## src/rtl/i2c_pkg.sv

```systemverilog
// I2C master shared widths, frame timing and bus types
`default_nettype none

package i2c_pkg;

    //******************************
    // widths
    //******************************
    localparam int STEP_W  = 7;                   // quarter-bit steps within a frame
    localparam int BURST_W = 8;                   // bytes per burst

    typedef logic [6:0]         slave_addr_t;
    typedef logic [15:0]        word_addr_t;
    typedef logic [7:0]         data_byte_t;
    typedef logic [STEP_W-1:0]  step_t;
    typedef logic [BURST_W-1:0] burst_len_t;

    //******************************
    // frame timing, in steps
    //******************************
    localparam step_t START_FRAME_END = step_t'(43);  // start + 8 bits + ack
    localparam step_t BYTE_FRAME_END  = step_t'(39);  // 8 bits + ack
    localparam step_t STOP_FRAME_END  = step_t'(6);
    localparam step_t PREAMBLE_STEPS  = step_t'(4);   // (re)start ahead of the address
    localparam step_t BIT_STEPS       = step_t'(32);  // eight bits of four steps each

    // frame being sent
    typedef enum logic [2:0] {
        st_idle,
        st_sladdr,
        st_addr16,
        st_addr8,
        st_data_wr,
        st_addr_rd,
        st_data_rd,
        st_stop
    } i2c_state_e;

    typedef struct packed {
        logic       rh_wl;                        // 1 = read
        logic       bit_ctrl;                     // 1 = 16-bit word address
        word_addr_t word_addr;
        burst_len_t reg_num;
    } i2c_req_t;

    typedef struct packed {
        logic scl;
        logic sda_out;
        logic sda_oe;
    } i2c_line_t;

    localparam i2c_line_t IDLE_LINE = '{scl: 1'b1, sda_out: 1'b1, sda_oe: 1'b0};

endpackage

`default_nettype wire

```

## src/rtl/i2c_step_timer.sv

```systemverilog
// I2C step timer counting quarter-bit steps per frame and bytes per burst
`timescale 1ns/100ps
`default_nettype none

module i2c_step_timer
    import i2c_pkg::*;
(
    input  wire             dri_clk,
    input  wire             rst_n,
    input  var i2c_state_e  state,
    input  var burst_len_t  reg_num,
    input  wire             byte_done,
    output step_t           step,
    output logic            frame_done,
    output logic            last_byte
);

    step_t      end_step;
    burst_len_t byte_cnt;                         // bytes strobed so far
    logic       byte_seen;                        // strobe of this frame already counted

    always_comb begin
        case (state)
            st_sladdr, st_addr_rd: end_step = START_FRAME_END;
            st_stop:               end_step = STOP_FRAME_END;
            default:               end_step = BYTE_FRAME_END;
        endcase
    end

    assign frame_done = (state != st_idle) && (step == end_step);

    //******************************
    // step counter
    //******************************
    always_ff @(posedge dri_clk or negedge rst_n) begin
        if (!rst_n)
            step <= '0;
        else if (state == st_idle || frame_done)
            step <= '0;
        else
            step <= step + 1'b1;
    end

    //******************************
    // burst byte counter
    //******************************
    always_ff @(posedge dri_clk or negedge rst_n) begin
        if (!rst_n) begin
            byte_cnt  <= '0;
            byte_seen <= 1'b0;
        end else if (state == st_idle) begin
            byte_cnt  <= '0;
            byte_seen <= 1'b0;
        end else if (byte_done) begin
            byte_cnt  <= byte_cnt + 1'b1;
            byte_seen <= 1'b1;
        end else if (frame_done) begin
            byte_seen <= 1'b0;
        end
    end

    // before the strobe the byte in flight is byte_cnt + 1, after it byte_cnt
    // so the level holds from the master ack slot through the frame end
    assign last_byte = byte_seen ? (byte_cnt == reg_num)
                                 : (burst_len_t'(byte_cnt + 1'b1) == reg_num);

endmodule

`default_nettype wire

```

## config.mk

```make
export PLATFORM = sky130hd
export DESIGN_NAME = i2c_step_timer
export DESIGN_NICKNAME = d
export VERILOG_FILES = /design/src/rtl/i2c_pkg.sv /design/src/rtl/i2c_step_timer.sv
export SDC_FILE = /design/constraint.sdc
export NUM_CORES = 1
export LEC_CHECK = 0
export ABC_CLOCK_PERIOD_IN_PS = 2370
export BUFFER_PORTS_ARGS = -buffer_cell sky130_fd_sc_hd__buf_4
export CAP_MARGIN = 20
export CORE_MARGIN = 4
export CORE_UTILIZATION = 59
export CTS_BUF_LIST = sky130_fd_sc_hd__clkbuf_4
export CTS_CLUSTER_SIZE = 14
export DETAILED_ROUTE_END_ITERATION = 16
export PLACE_DENSITY = 0.83
export SLEW_MARGIN = 20
export SYNTH_ARGS = -nofsm -noshare
export SYNTH_HDL_FRONTEND = slang
export SYNTH_SLANG_ARGS = --single-unit
```

## constraint.sdc

```tcl
create_clock -name dri_clk -period 2.37 [get_ports dri_clk]
set_input_delay 0 -clock dri_clk [delete_from_list [all_inputs] [get_ports dri_clk]]
set_output_delay 0 -clock dri_clk [all_outputs]
set_load 0.05 [all_outputs]
```

==> impl_metrics.json <==
{
  "status": "finished clean",
  "hold_start": "byte_done",
  "min_path_cells": 3,
  "initial_core_util": 0.6476,
  "hold_end": "byte_seen",
  "cts.sinks": 16,
  "die_area_mm2": 0.002460,
  "diodes": 0,
  "path_class": "reg2out",
  "reg2reg_from": "byte_cnt[0]",
  "utilization": 0.7778,
  "synth_top_area_frac": 0.3922,
  "h-tree-depth": 1,
  "slew-limit-headroom": 0.7841,
  "ios": 23,
  "synth_ff_type": "dfrtp_1",
  "drive_above_1_share": 0.2222,
  "grt_start_max_net_pins": 17,
  "cts_root_buf": "clkbuf_4",
  "vias_per_cell": 5.921,
  "nFillCells": 114,
  "async_reset_ff_frac": 1.000,
  "finClkSkew_ns": 0.003526,
  "core.rowCount": 14,
  "seq_area_um2": 400.4,
  "crit_path_max_fanout": 5,
  "setup_viol": 0,
  "synth_cell_types": 34,
  "wire_per_inst_um": 13.51,
  "core_mm2": 0.001577,
  "hold_ws_ns": 0.01762,
  "cts_tree": "built",
  "gp_congestion": 0.7958,
  "drt_pass1_iterations": 4,
  "critical_path.cell_chain": "ha_1 > nand3_1 > or4_4 > a211oi_2 > and3_1 > buf_4",
  "grt_antenna_before_repair": 0,
  "p_leak_nw": 0.5798,
  "synth_edf_count": 0,
  "rsz0062_at_grt": "no",
  "drc": 0,
  "end_kind": "output pin",
  "final_common_cell": "buf_4",
  "grt_remaining_overflow": 0,
  "cp.buffers_inverters": 1,
  "required_ns": 2.37,
  "via_count": 894,
  "final_nets": 152,
  "critical_path_depth": 6,
  "dp_hpwl_um": 1631,
  "ys_seq_area_frac": 0.3922,
  "crit_family": "simple AND/OR/NAND/NOR gates",
  "maxCapViolCount": 0,
  "cts_buffers": 3,
  "dp_slack_ns": 0.5856,
  "regToRegSetupSlack_ns": 0.88,
  "hold_viol": 0,
  "synthesis.nets": 128,
  "reg2reg_depth": 4,
  "grt_pass1_wl_um": 3815,
  "final.min_clock_period_ns": 2.095,
  "crit_arrival_ns": 2.10,
  "ir_drop_uv": 970.2,
  "ys_ff_latch": 16,
  "tightest_slew_ns": 0.3238,
  "syn-cell-area_mm2": 0.001021,
  "finalCritPeriodShare": 0.8841,
  "drt_wl_total_um": 2040,
  "drtIter0Drc": 8,
  "drtAntennaViolNets": 0,
  "grtUsageTotal": 0.1955,
  "first_global_vias": 902,
  "die_w_um": 49.60,
  "netlist_instances": 112,
  "maxSlewViolCount": 0,
  "synth_top_cell_by_area": "dfrtp_1",
  "cts.clk_slew.worst_paths_ns": 0.09,
  "r2r-end": "byte_cnt[6]",
  "yosysWarnings": 0,
  "port_buffers": 22,
  "cts_resized": 0,
  "ys_top_cells_by_area": "dfrtp_1, xnor2_1, xor2_1, nor2_1, nand3_1",
  "die_y_um": 49.60,
  "clockBufferDepth": 2,
  "syn_avg_cell_area_um2": 9.116,
  "power_density_mw_per_mm2": 897.8,
  "worstSkewPairLatency_ns": 0.28,
  "areaGrowthSynthToFinish_pct": 20.10,
  "max_freq_mhz": 477.2,
  "most-common-layout-cells": "buf_4, nor2_1, dfrtp_1, xnor2_1, xor2_1",
  "max_stage_delay_ns": 0.49,
  "min-delay-path-class": "in2reg",
  "critPathSlowestCell": "dfrtp_1",
  "multi_input_area_um2": 581.8,
  "setup_tns_ns": 0,
  "fin_ws_ns": 0.2746,
  "startpoint_type": "flop"
}
==> synthesized netlist by cell type (2+ instances only) <==
library cell  number
nand2b_1           2
a21oi_1            3
dfrtp_1           16
or3_1              3
nor3_1             3
inv_1              4
nor2_1            16
nand4_1            2
o22ai_1            2
nor2b_1            2
clkbuf_1           3
xor2_1             9
xnor2_1           11
o21ai_0            4
ha_1               2
and3_1             3
nand3_1            6
nand2_1            5
==> tightest hold or removal path: cells and delay by family <==
kind,cells,cell delay [ns]
AO/OA/AOI/OAI,1,0.07
buffers and inverters,2,0.19
==> per-stage QoR <==
stage,cells,area [µm²],total power [mW]
3_3_place_gp,146,1190,0.9419
2_1_floorplan,112,1021,0.8272
6_report,151,1226,1.101
4_1_cts,151,1226,1.112
5_1_grt,151,1226,1.196
3_5_place_dp,146,1190,0.9630
==> logic make-up after synthesis <==
| family | synth area share |
|---|---|
| and+or+nand+nor | 0.2672 |
| xor gates and xnor gates | 0.1716 |
| DFF | 0.3922 |
| AOI/OAI and AO/OA | 0.09682 |
| buffers and inverters | 0.03798 |
| adders and majority gates | 0.02451 |
| muxes | 0.009804 |
==> registers in the layout (all words and copies together), names as in the netlist <==
register   flops
byte_seen      1
step           7
byte_cnt       8
==> layer usage <==
| metal | GRT usage | vias to the layer above | share of wire |
|---|---|---|---|
| met1 | 0.2248 | 431 | 0.42 |
| li1 | - | 433 | - |
| met2 | 0.3480 | 24 | 0.50 |
| met5 | 0 | - | 0 |
| met3 | 0.03916 | 6 | 0.054 |
| met4 | 0.08295 | 0 | 0.020 |
==> worst max path at each step <==
stage,from,endpoint,slack (ns)
after floorplan,step[3],frame_done,0.56
after global placement,byte_cnt[0],last_byte,0.65
after detailed placement,byte_cnt[0],last_byte,0.59
after CTS,byte_cnt[0],last_byte,0.26
after global routing,byte_cnt[0],last_byte,0.14
final,byte_cnt[0],last_byte,0.27
==> power breakdown <==
group	leakage, nW	internal (mW)	switching, mW
registers	0.207	0.343	0.132
logic	0.358	0.203	0.281
clock network	0.0154	0.0610	0.0817
==> timing repair <==
action,4_1_cts,5_1_grt
endpoints found under the hold margin,16,0
buffers inserted,0,0
endpoints found under the setup margin,0,0
hold buffers,1,0
==> layout make-up <==
cell class	count	area share
multi-input cells	87	0.4745
well taps	16	0.01633
clock buffers	3	0.01837
flip-flops and latches	16	0.3265
inverters	4	0.01224
clock inverters	1	0.003061
repair buffers	24	0.1490
No activity file was read; power rests on OpenSTA's default activity.
