--- config.mk ---
export PLATFORM = sky130hd
export DESIGN_NAME = i2c_ctrl_fsm
export DESIGN_NICKNAME = d
export VERILOG_FILES = /design/src/rtl/i2c_pkg.sv /design/src/rtl/i2c_ctrl_fsm.sv
export SDC_FILE = /design/constraint.sdc
export NUM_CORES = 1
export LEC_CHECK = 0
export ABC_CLOCK_PERIOD_IN_PS = 5050
export BUFFER_PORTS_ARGS = -buffer_cell sky130_fd_sc_hd__buf_2
export CORE_MARGIN = 5
export CORE_UTILIZATION = 45
export CTS_CLUSTER_SIZE = 14
export DETAILED_ROUTE_END_ITERATION = 16
export PLACE_DENSITY_LB_ADDON = 0.1
export SLEW_MARGIN = 20
export SYNTH_ARGS = -nofsm -noshare
export SYNTH_HDL_FRONTEND = slang
export SYNTH_SLANG_ARGS = --single-unit
--- constraint.sdc ---
create_clock -name dri_clk -period 5.05 [get_ports dri_clk]
set_input_delay 1.01 -clock dri_clk [delete_from_list [all_inputs] [get_ports dri_clk]]
set_output_delay 1.01 -clock dri_clk [all_outputs]
set_load 0.03 [all_outputs]
--- src/rtl/i2c_pkg.sv ---
// I2C master shared widths, frame timing and bus types
`default_nettype none

package i2c_pkg;

    //******************************
    // widths
    //******************************
    localparam int STEP_W  = 7;                   // quarter-bit steps within a frame
    localparam int BURST_W = 8;                   // bytes per burst

    typedef logic [6:0]         slave_addr_t;
    typedef logic [15:0]        word_addr_t;
    typedef logic [7:0]         data_byte_t;
    typedef logic [STEP_W-1:0]  step_t;
    typedef logic [BURST_W-1:0] burst_len_t;

    //******************************
    // frame timing, in steps
    //******************************
    localparam step_t START_FRAME_END = step_t'(43);  // start + 8 bits + ack
    localparam step_t BYTE_FRAME_END  = step_t'(39);  // 8 bits + ack
    localparam step_t STOP_FRAME_END  = step_t'(6);
    localparam step_t PREAMBLE_STEPS  = step_t'(4);   // (re)start ahead of the address
    localparam step_t BIT_STEPS       = step_t'(32);  // eight bits of four steps each

    // frame being sent
    typedef enum logic [2:0] {
        st_idle,
        st_sladdr,
        st_addr16,
        st_addr8,
        st_data_wr,
        st_addr_rd,
        st_data_rd,
        st_stop
    } i2c_state_e;

    typedef struct packed {
        logic       rh_wl;                        // 1 = read
        logic       bit_ctrl;                     // 1 = 16-bit word address
        word_addr_t word_addr;
        burst_len_t reg_num;
    } i2c_req_t;

    typedef struct packed {
        logic scl;
        logic sda_out;
        logic sda_oe;
    } i2c_line_t;

    localparam i2c_line_t IDLE_LINE = '{scl: 1'b1, sda_out: 1'b1, sda_oe: 1'b0};

endpackage

`default_nettype wire

--- src/rtl/i2c_ctrl_fsm.sv ---
// I2C control FSM sequencing address, data and stop frames of a transfer
`timescale 1ns/100ps
`default_nettype none

module i2c_ctrl_fsm
    import i2c_pkg::*;
(
    input  wire             dri_clk,
    input  wire             rst_n,
    input  wire             i2c_exec,
    input  wire             i2c_rh_wl,
    input  wire             bit_ctrl,
    input  var word_addr_t  i2c_addr,
    input  var burst_len_t  reg_num,
    input  wire             frame_done,
    input  wire             last_byte,
    input  wire             ack,                  // high = slave NACK
    output i2c_state_e      state,
    output i2c_req_t        req,
    output logic            i2c_done
);

    i2c_state_e next_state;

    //******************************
    // next state
    //******************************
    always_comb begin
        next_state = state;
        case (state)
            st_idle: begin
                if (i2c_exec)
                    next_state = st_sladdr;
            end
            st_sladdr: begin
                if (frame_done) begin
                    if (ack)
                        next_state = st_stop;     // no device answered
                    else if (req.bit_ctrl)
                        next_state = st_addr16;
                    else
                        next_state = st_addr8;
                end
            end
            st_addr16: begin
                if (frame_done)
                    next_state = ack ? st_stop : st_addr8;
            end
            st_addr8: begin
                if (frame_done) begin
                    if (ack)
                        next_state = st_stop;
                    else if (req.rh_wl)
                        next_state = st_addr_rd;  // repeated start for the read
                    else
                        next_state = st_data_wr;
                end
            end
            st_data_wr: begin
                if (frame_done && (ack || last_byte))
                    next_state = st_stop;
            end
            st_addr_rd: begin
                if (frame_done)
                    next_state = ack ? st_stop : st_data_rd;
            end
            st_data_rd: begin
                if (frame_done && last_byte)
                    next_state = st_stop;
            end
            st_stop: begin
                if (frame_done)
                    next_state = st_idle;
            end
            default: next_state = st_idle;
        endcase
    end

    //******************************
    // state and request registers
    //******************************
    always_ff @(posedge dri_clk or negedge rst_n) begin
        if (!rst_n) begin
            state    <= st_idle;
            req      <= '0;
            i2c_done <= 1'b0;
        end else begin
            state    <= next_state;
            i2c_done <= (state == st_stop) && frame_done;  // one cycle after stop ends
            if (state == st_idle && i2c_exec) begin
                req.rh_wl     <= i2c_rh_wl;
                req.bit_ctrl  <= bit_ctrl;
                req.word_addr <= i2c_addr;
                req.reg_num   <= reg_num;
            end
        end
    end

endmodule

`default_nettype wire

==> results.ini <==
[power]
total_power_mw = 1.18
total_leakage_power_nw = 0.880
p_sw_share_pct = 43.1
combPwrFrac_pct = 49.9
ir_drop_mv = 0.437
power.share.clock_pct = 12.3
power_frac_seq_pct = 37.9
power_switching_mw = 0.506
p_int_mw = 0.669
cellPowerDensity_nw_per_um2 = 696

[layout]
antenna_cells = 0
fill_cells = 238
final_util_pct = 60.7
final_net_count = 178
layout-drive-gt1-share_pct = 68.0
multiInputGateArea_um2 = 527
seq_area_um2 = 751
area_growth_pct = 27.4
final_cell_area_um2 = 1690
fin_cells = 178

[sta]
slew_headroom_pct = 56.6
hold-worst-slack_ns = 0.514
setup_viol = 0
fin_setup_tns_ns = 0
final_max_slew_viol_count = 0
hold_viol_final = 0
fmax_mhz = 466
rsz0062_at_grt = false
worst_pin_slew_ns = 0.651
final.period_utilization_pct = 42.5
period_needed_ns = 2.15
worst_slack_ns = 2.90
clock-skew-final_ns = 0.00648

[worst_setup_path]
critical_path_arrival_ns = 1.14
path_cells = buf_2
end_kind = primary output
critPathMaxFanout = 10
crit_cells = 1
slowest_delay_ns = 0.55
timing.rr.start = state[2]
cp_slowest_cell = dfrtp_1
r2r_cells = 3
critPathKind = flip-flop to primary output
cp-endpoint = state[1]
setup.worst_path.start_class = flip-flop
r2r_setup_slack_ns = 3.32
critical_path.top_delay_family = flip-flops
cp-startpoint = state[1]
critPathBufInv = 1
worstReg2RegEnd = req[7]
crit_required_ns = 4.04

[drt]
drtAntennaViolNets = 0
first_pass_iters = 4
drt_iter0_drc = 70
drc = 0
drt_wl_total_mm = 2.65
wl_per_cell_um = 14.9
via_per_inst = 5.07
vias = 902

[grt]
grt_pass1_wl_mm = 4.55
grt_max_degree = 31
antenna_found_initial = 0
grt_use_total_pct = 14.0
grt_pass1_vias = 969
grt_overflow = 0

[yosys]
syn_nets = 113
syn_area_um2 = 1330
synth-seq-area-share_pct = 56.6
synth_cell_types = 20
yosysWarnings = 0
postSynthAreaPerCell_um2 = 16.4
synth_seq_cells = 30
synth_cells = 81

[placement]
placed_cell_area_um2 = 1630
dp_hpwl_mm = 1.91
place_ws_ns = 2.84
routabilityCongestion = 0.761
port_buffers = 61
dp.cells = 170

[clock_tree]
post_cts_buffers = 0
cts_tree = built
hold_buffers = 0
clock_path_buffers = 2
cts_root_buf = clkbuf_4
htreeDepth = 2
numCtsBuffers = 5
cts_resized = 0
clk_pin_slew_ns = 0.09
clock_latency_ns = 0.32
cts.sinks = 30

[floorplan]
dieArea_um2 = 4130
core_um2 = 2780
fp.dieH_um = 64.3
io_pins = 62
core.rowCount = 19
dieWidth_um = 64.3
initial_utilization_pct = 47.7

[job]
drv_cap = 0

[run_status]
status = complete, no violations

[min_path]
hold_path.class = flip-flop to flip-flop

==> power by group through the flow <==
stage               sequential [mW]  clock (mW)  combinational, mW
floorplan                     0.658           0              0.233
global placement              0.444           0              0.587
detailed placement            0.446           0              0.594
CTS                           0.447       0.151              0.594
global route                  0.465       0.161              0.619
finish                        0.445       0.144              0.586
==> cells in the final DEF (no fill, tap or decap) <==
| master | instances |
|---|---|
| a21oi_1 | 2 |
| and2_1 | 1 |
| and2b_2 | 1 |
| and3_2 | 1 |
| buf_2 | 61 |
| buf_4 | 1 |
| clkbuf_1 | 1 |
| clkbuf_4 | 5 |
| clkbuf_8 | 1 |
| clkinv_2 | 1 |
| dfrtp_1 | 30 |
| mux2_2 | 6 |
| mux2_4 | 20 |
| mux2i_1 | 1 |
| nand2_1 | 1 |
| nor2_1 | 2 |
| nor2b_1 | 1 |
| nor4b_4 | 1 |
| o211a_1 | 1 |
| o21a_1 | 1 |
| o21ai_0 | 4 |
| o21ba_2 | 2 |
| o221ai_1 | 1 |
| o31a_1 | 1 |
==> Yosys cell counts <==
master    number  share of area [%]
a21oi_1        2               0.75
and2_1         1               0.47
and2b_2        1               0.66
and3_2         1               0.57
buf_6          3                2.5
buf_8          1                1.1
dfrtp_1       30                 57
mux2_2         6                5.1
mux2_4        20                 23
mux2i_1        1               0.75
nand2_1        1               0.28
nor2_1         2               0.57
nor2b_1        1               0.47
nor4b_4        1                1.8
o211a_1        1               0.75
o21a_1         1               0.57
o21ai_0        4                1.5
o21ba_2        2                1.5
o221ai_1       1               0.66
o31a_1         1               0.66
==> state kept, by name, summed over array words and instances (netlist names) <==
name	count
i2c_done	1
req	26
state	3
==> worst min-delay path by stage <==
stage | start | depth (start not counted) | endpoint | slack (ns)
2_1_floorplan | rst_n | 0 | i2c_done | 0.71
5_1_grt | req[2] | 1 | req[2] | 0.54
6_report | req[19] | 1 | req[19] | 0.51
3_5_place_dp | req[6] | 1 | req[6] | 0.49
4_1_cts | req[0] | 1 | req[0] | 0.52
3_3_place_gp | req[23] | 1 | req[23] | 0.49
==> metal layers <==
layer	vias to the layer above	wire [µm]	track usage, %
met5	-	0	0
met4	0	17	4.58
met3	2	194	5.95
met2	33	1350	23.4
met1	451	1090	16.0
li1	416	-	-
==> area by class of cell <==
cell class                      count  share of cell area [%]
Timing Repair Buffer               62                    18.5
Sequential cell                    30                    44.4
Tap cell                           31                    2.30
Clock inverter                      1                   0.296
Clock buffer                        7                    3.26
Multi-Input combinational cell     47                    31.2
==> kinds of logic (layout without fill, tap and decap cells) <==
logic type	count (synthesis)	count (layout)	synth area share (%)
DFF	30	30	56.6
muxes	27	27	28.5
AOI/OAI and AO/OA	12	12	6.42
and+or+nand+nor	8	8	4.81
buffers and inverters	4	70	3.68
Power figures use the tool's default switching activity.
