**src/rtl/i2c_pkg.sv**
```systemverilog
// I2C master shared widths, frame timing and bus types
`default_nettype none

package i2c_pkg;

    //******************************
    // widths
    //******************************
    localparam int STEP_W  = 7;                   // quarter-bit steps within a frame
    localparam int BURST_W = 8;                   // bytes per burst

    typedef logic [6:0]         slave_addr_t;
    typedef logic [15:0]        word_addr_t;
    typedef logic [7:0]         data_byte_t;
    typedef logic [STEP_W-1:0]  step_t;
    typedef logic [BURST_W-1:0] burst_len_t;

    //******************************
    // frame timing, in steps
    //******************************
    localparam step_t START_FRAME_END = step_t'(43);  // start + 8 bits + ack
    localparam step_t BYTE_FRAME_END  = step_t'(39);  // 8 bits + ack
    localparam step_t STOP_FRAME_END  = step_t'(6);
    localparam step_t PREAMBLE_STEPS  = step_t'(4);   // (re)start ahead of the address
    localparam step_t BIT_STEPS       = step_t'(32);  // eight bits of four steps each

    // frame being sent
    typedef enum logic [2:0] {
        st_idle,
        st_sladdr,
        st_addr16,
        st_addr8,
        st_data_wr,
        st_addr_rd,
        st_data_rd,
        st_stop
    } i2c_state_e;

    typedef struct packed {
        logic       rh_wl;                        // 1 = read
        logic       bit_ctrl;                     // 1 = 16-bit word address
        word_addr_t word_addr;
        burst_len_t reg_num;
    } i2c_req_t;

    typedef struct packed {
        logic scl;
        logic sda_out;
        logic sda_oe;
    } i2c_line_t;

    localparam i2c_line_t IDLE_LINE = '{scl: 1'b1, sda_out: 1'b1, sda_oe: 1'b0};

endpackage

`default_nettype wire

```
**src/rtl/i2c_bit_engine.sv**
```systemverilog
// I2C line engine driving SCL and SDA per step, shifting bytes and handling ack
`timescale 1ns/100ps
`default_nettype none

module i2c_bit_engine
    import i2c_pkg::*;
(
    input  wire              dri_clk,
    input  wire              rst_n,
    input  var i2c_state_e   state,
    input  var step_t        step,
    input  var slave_addr_t  slave_addr,
    input  var i2c_req_t     req,
    input  var data_byte_t   i2c_data_w,
    input  wire              last_byte,
    input  wire              sda_in,
    output i2c_line_t        line,
    output logic             ack,               // last slave ack bit, high = NACK
    output logic             byte_done,
    output data_byte_t       i2c_data_r
);

    logic       is_start;                         // frame opens with a (re)start
    logic       is_byte;
    logic       in_bits;                          // past the preamble
    logic       rd_frame;
    step_t      bstep;                            // step relative to the first bit
    data_byte_t tx_byte;
    data_byte_t tx_shift;
    data_byte_t rx_shift;
    logic       tx_bit;

    assign is_start = (state == st_sladdr) || (state == st_addr_rd);
    assign is_byte  = (state == st_addr16) || (state == st_addr8) ||
                      (state == st_data_wr) || (state == st_data_rd);
    assign rd_frame = (state == st_data_rd);
    assign bstep    = is_start ? step - PREAMBLE_STEPS : step;
    assign in_bits  = is_byte || (is_start && step >= PREAMBLE_STEPS);

    always_comb begin
        case (state)
            st_sladdr:  tx_byte = {slave_addr, 1'b0};     // write direction
            st_addr_rd: tx_byte = {slave_addr, 1'b1};     // read direction
            st_addr16:  tx_byte = req.word_addr[15:8];
            st_addr8:   tx_byte = req.word_addr[7:0];
            default:    tx_byte = i2c_data_w;             // taken at the first bit
        endcase
    end

    assign tx_bit = (bstep == '0) ? tx_byte[7] : tx_shift[7];

    //******************************
    // SCL / SDA sequencing
    //******************************
    always_ff @(posedge dri_clk or negedge rst_n) begin
        if (!rst_n) begin
            line      <= IDLE_LINE;
            ack       <= 1'b0;
            byte_done <= 1'b0;
        end else begin
            byte_done <= 1'b0;
            if (state == st_idle) begin
                line <= IDLE_LINE;
            end else if (state == st_stop) begin
                case (step)
                    0: begin
                        line.sda_oe  <= 1'b1;
                        line.sda_out <= 1'b0;
                    end
                    1: line.scl     <= 1'b1;
                    3: line.sda_out <= 1'b1;              // stop, SDA rises with SCL high
                    default: ;
                endcase
            end else if (!in_bits) begin
                case (step[1:0])
                    2'd0: begin
                        line.sda_oe  <= 1'b1;
                        line.sda_out <= 1'b1;
                    end
                    2'd1: line.scl     <= 1'b1;
                    2'd2: line.sda_out <= 1'b0;           // start, SDA falls with SCL high
                    default: line.scl  <= 1'b0;
                endcase
            end else if (bstep < BIT_STEPS) begin
                case (bstep[1:0])
                    2'd0: begin
                        line.sda_oe  <= !rd_frame;        // slave drives read bits
                        line.sda_out <= rd_frame ? 1'b1 : tx_bit;
                    end
                    2'd1: line.scl <= 1'b1;
                    2'd3: line.scl <= 1'b0;
                    default: ;
                endcase
            end else begin
                case (bstep)
                    32: begin
                        line.sda_oe  <= rd_frame;         // master answers read bytes
                        line.sda_out <= rd_frame ? last_byte : 1'b1;
                        byte_done    <= (state == st_data_wr);
                    end
                    33: begin
                        line.scl  <= 1'b1;
                        byte_done <= rd_frame;
                    end
                    34: begin
                        if (!rd_frame)
                            ack <= sda_in;                // mid SCL high
                    end
                    39: line.scl <= 1'b0;
                    default: ;
                endcase
            end
        end
    end

    //******************************
    // byte shifters
    //******************************
    always_ff @(posedge dri_clk) begin
        if (in_bits && bstep < BIT_STEPS) begin
            if (bstep[1:0] == 2'd0)
                tx_shift <= (bstep == '0) ? tx_byte << 1 : tx_shift << 1;
            if (rd_frame && bstep[1:0] == 2'd2)
                rx_shift <= {rx_shift[6:0], sda_in};  // msb first
        end
        if (rd_frame && bstep == 33)
            i2c_data_r <= rx_shift;
    end

endmodule

`default_nettype wire

```
**config.mk**
```make
export PLATFORM = sky130hd
export DESIGN_NAME = i2c_bit_engine
export DESIGN_NICKNAME = d
export VERILOG_FILES = /design/src/rtl/i2c_pkg.sv /design/src/rtl/i2c_bit_engine.sv
export SDC_FILE = /design/constraint.sdc
export NUM_CORES = 1
export LEC_CHECK = 0
export ABC_CLOCK_PERIOD_IN_PS = 1200
export BUFFER_PORTS_ARGS = -buffer_cell sky130_fd_sc_hd__buf_2
export CAP_MARGIN = 20
export CORE_MARGIN = 5
export CORE_UTILIZATION = 40
export DETAILED_ROUTE_END_ITERATION = 8
export GPL_TIMING_DRIVEN = 1
export PLACE_DENSITY = 0.78
export SLEW_MARGIN = 20
export SYNTH_ARGS = -nofsm -noshare
export SYNTH_HDL_FRONTEND = slang
export SYNTH_SLANG_ARGS = --single-unit
```
**constraint.sdc**
```tcl
create_clock -name dri_clk -period 1.2 [get_ports dri_clk]
set_clock_uncertainty 0.1 [all_clocks]
set_input_delay 0.18 -clock dri_clk [delete_from_list [all_inputs] [get_ports dri_clk]]
set_output_delay 0.18 -clock dri_clk [all_outputs]
set_load 0.1 [all_outputs]
```
==> results.toml <==
[grt]
grt_first_pass_wirelength_um = 9290
grt_max_degree = 23
grt_usage_pct = 18.6
antenna_found_initial = 0
grt_pass1_vias = 1976
overflow = 0

[logic_synthesis]
syn_area_per_cell_um2 = 10.2
synth_top_area_share_pct = 36.0
synth_top_area_cell = "edfxtp_1"
yosysWarnings = 0
synth_edf_count = 23
synth_flop_cell = "edfxtp_1"
ys_ff_latch = 28
yosysUniqueCellTypes = 55
syn_nets = 246
syn_inst = 188
ys_top_cells_by_area = "edfxtp_1 36%, mux2i_1 8.3%, o21ai_0 5.7%"
ys_async_sr_fraction_pct = 17.9
netlist_area_mm2 = 0.00192
yosysSeqAreaShare_pct = 42.6

[drt]
wire_per_inst_um = 16.0
first_iter_violations = 148
wl_um = 5630
vias_per_cell = 5.44
via_count = 1922
postRouteAntennaNets = 0
drc_errors = 0
dr.pass1.iters = 4

[floorplanning]
io_pins = 68
initial_core_util_pct = 40.9
std_cell_rows = 25
die_area_mm2 = 0.00629
die_w_um = 79.3
core_area_mm2 = 0.00469
die_h_um = 79.3

[finish]
fill_cells = 311
nets = 358
fin_util_pct = 70.6
final_common_cell = "buf_4"
drive_above_1_share_pct = 57.2
diodes = 0
layout_common_cells = "49 x buf_4, 41 x buf_2, 23 x edfxtp_1"
area_growth_pct = 72.4

[power]
p_leak_nw = 1.42
power.density_mw_per_mm2 = 892
p_seq_share_pct = 38.0
switchingPower_uw = 904
intPower_mw = 2.05
swShare_pct = 30.6
comb_power_share_pct = 37.6
clkPwrFrac_pct = 24.4
ir_worst_vdd_mv = 0.539

[place]
pre_cts_slack_ns = -1.14
port_buffers = 57
dp_hpwl_um = 4100
gp_congestion = 0.874

[worst_setup_path]
critPathCaptureType = "register"
worstPathRequired_ns = 1.26
cp.arrival_ns = 1.96
worst_path_max_delay_cell = "or3b_4"
crit_family = "simple AND/OR/NAND/NOR gates"
crit_chain = "buf_8 -> inv_8 -> ha_4 -> or3b_4 -> a31oi_4 -> o22ai_2 -> or2_4 -> a21oi_4 -> nor2_2 -> mux2_4"
ff2ff_setup_slack_ns = 0.06
slowest_delay_ns = 0.41
critPathLaunchType = "input pin"
worst-path-buf-inv = 2
crit_fanout = 3
crit_type = "input pin to register"

[sta]
max_freq_mhz = 526
worst_hold_slack_ns = 0.151
drv_slew = 0
finalCritPeriodShare_pct = 158
worst_pin_slew_ns = 0.396
worst_slack_ns = -0.701
grt_setup_unrepaired = "true"
max_slew_margin_pct = 73.3
finalSetupViolCount = 37
hold_viol_final = 0
finalCriticalPeriod_ns = 1.90

[clock_tree]
cts_sinks = 28
clk_path_buf_depth = 2
cts-root-buf = "clkbuf_8"
cts_made_buffers = 3
clk_pin_slew_ns = 0.09
tritoncts = "done"
htreeDepth = 1
clk_latency_ns = 0.27

[status]
status = "finished with violations"
violations = "negative setup slack"

[worst_hold_path]
min_path_type = "input pin to asynchronous set/reset pin"

[run]
cap_violations = 0
## metal layers
metal	vias up	routed length (um)	global-route usage, %
li1	931	-	-
met1	898	2320	22.4
met2	83	2870	34.0
met3	10	378	3.97
met4	0	66	3.78
met5	-	0	0
## cell usage after synthesis, types with 3 or more instances
master and n:
o21ai_0 22, nor2_1 6, mux2_2 8, buf_2 3, nand3_1 3, dfrtp_1 3, mux2i_1 16, edfxtp_1 23
and3_1 3, clkbuf_1 6, nor3_1 4, nand2_1 25, inv_1 5, a21o_1 3, a21oi_1 7, ha_1 3
## stage by stage
stage          std cells  TNS (ns)  cell area, um^2  power (mW)
2_1_floorplan        188    -28.80             2060        1.68
3_3_place_gp         335    -32.45             2900        2.07
3_5_place_dp         335    -33.71             2900        2.09
4_1_cts              345    -18.41             3200        2.91
5_1_grt              353    -20.96             3310        3.08
6_report             353    -19.18             3310        2.95
## state kept, by name, indices dropped and copies added, names as in the netlist
signal	count
ack	1
byte_done	1
i2c_data_r	8
tx_shift	7
line	3
rx_shift	8
## cell families after synthesis
logic type / Yosys count / synth area share, %
buffers and inverters: 17 / 4.30
DFF: 28 / 42.6
adders and majority gates: 3 / 1.95
AOI/OAI and AO/OA: 54 / 20.1
muxes: 27 / 15.0
and+or+nand+nor: 56 / 14.7
xor gates and xnor gates: 3 / 1.37
## cell type report
class	count	area, um^2	area share [%]
inverters	6	35.0	1.06
repair buffers	118	1040	31.4
clock inverters	1	30.0	0.907
multi-input cells	143	1280	38.7
well taps	54	67.6	2.04
clock buffers	3	41.3	1.25
flip-flops and latches	28	818	24.7
## power by group through the flow
stage,combinational [mW],clock [mW],sequential [mW]
after floorplan,0.337,0,1.35
after global placement,0.925,0,1.14
after detailed placement,0.945,0,1.15
after CTS,1.05,0.739,1.12
after global routing,1.17,0.781,1.13
final,1.11,0.721,1.12
## final timing paths
kind	cells after the start	end	from
setup / recovery	10	line[0]$_DFFE_PN0P_	step[3]
hold / removal	2	byte_done$_DFF_PN0_	rst_n
setup reg to reg	3	line[1]$_DFFE_PN1P_	tx_shift[7]$_DFFE_PP_
hold reg to reg	0	i2c_data_r[7]$_DFFE_PN_	rx_shift[7]$_DFFE_PP_
max in group asynchronous	2	line[1]$_DFFE_PN1P_	rst_n
min in group dri_clk	3	tx_shift[1]$_SDFFCE_PP0P_	i2c_data_w[0]
## timing repair
action	CTS	global route
gates cloned	0	0
pin swaps	17	6
endpoints found under the hold margin	5	1
buffers inserted	5	7
resized for setup	41	9
hold buffers	1	1
setup endpoints to repair	37	41
Power figures use the tool's default switching activity.
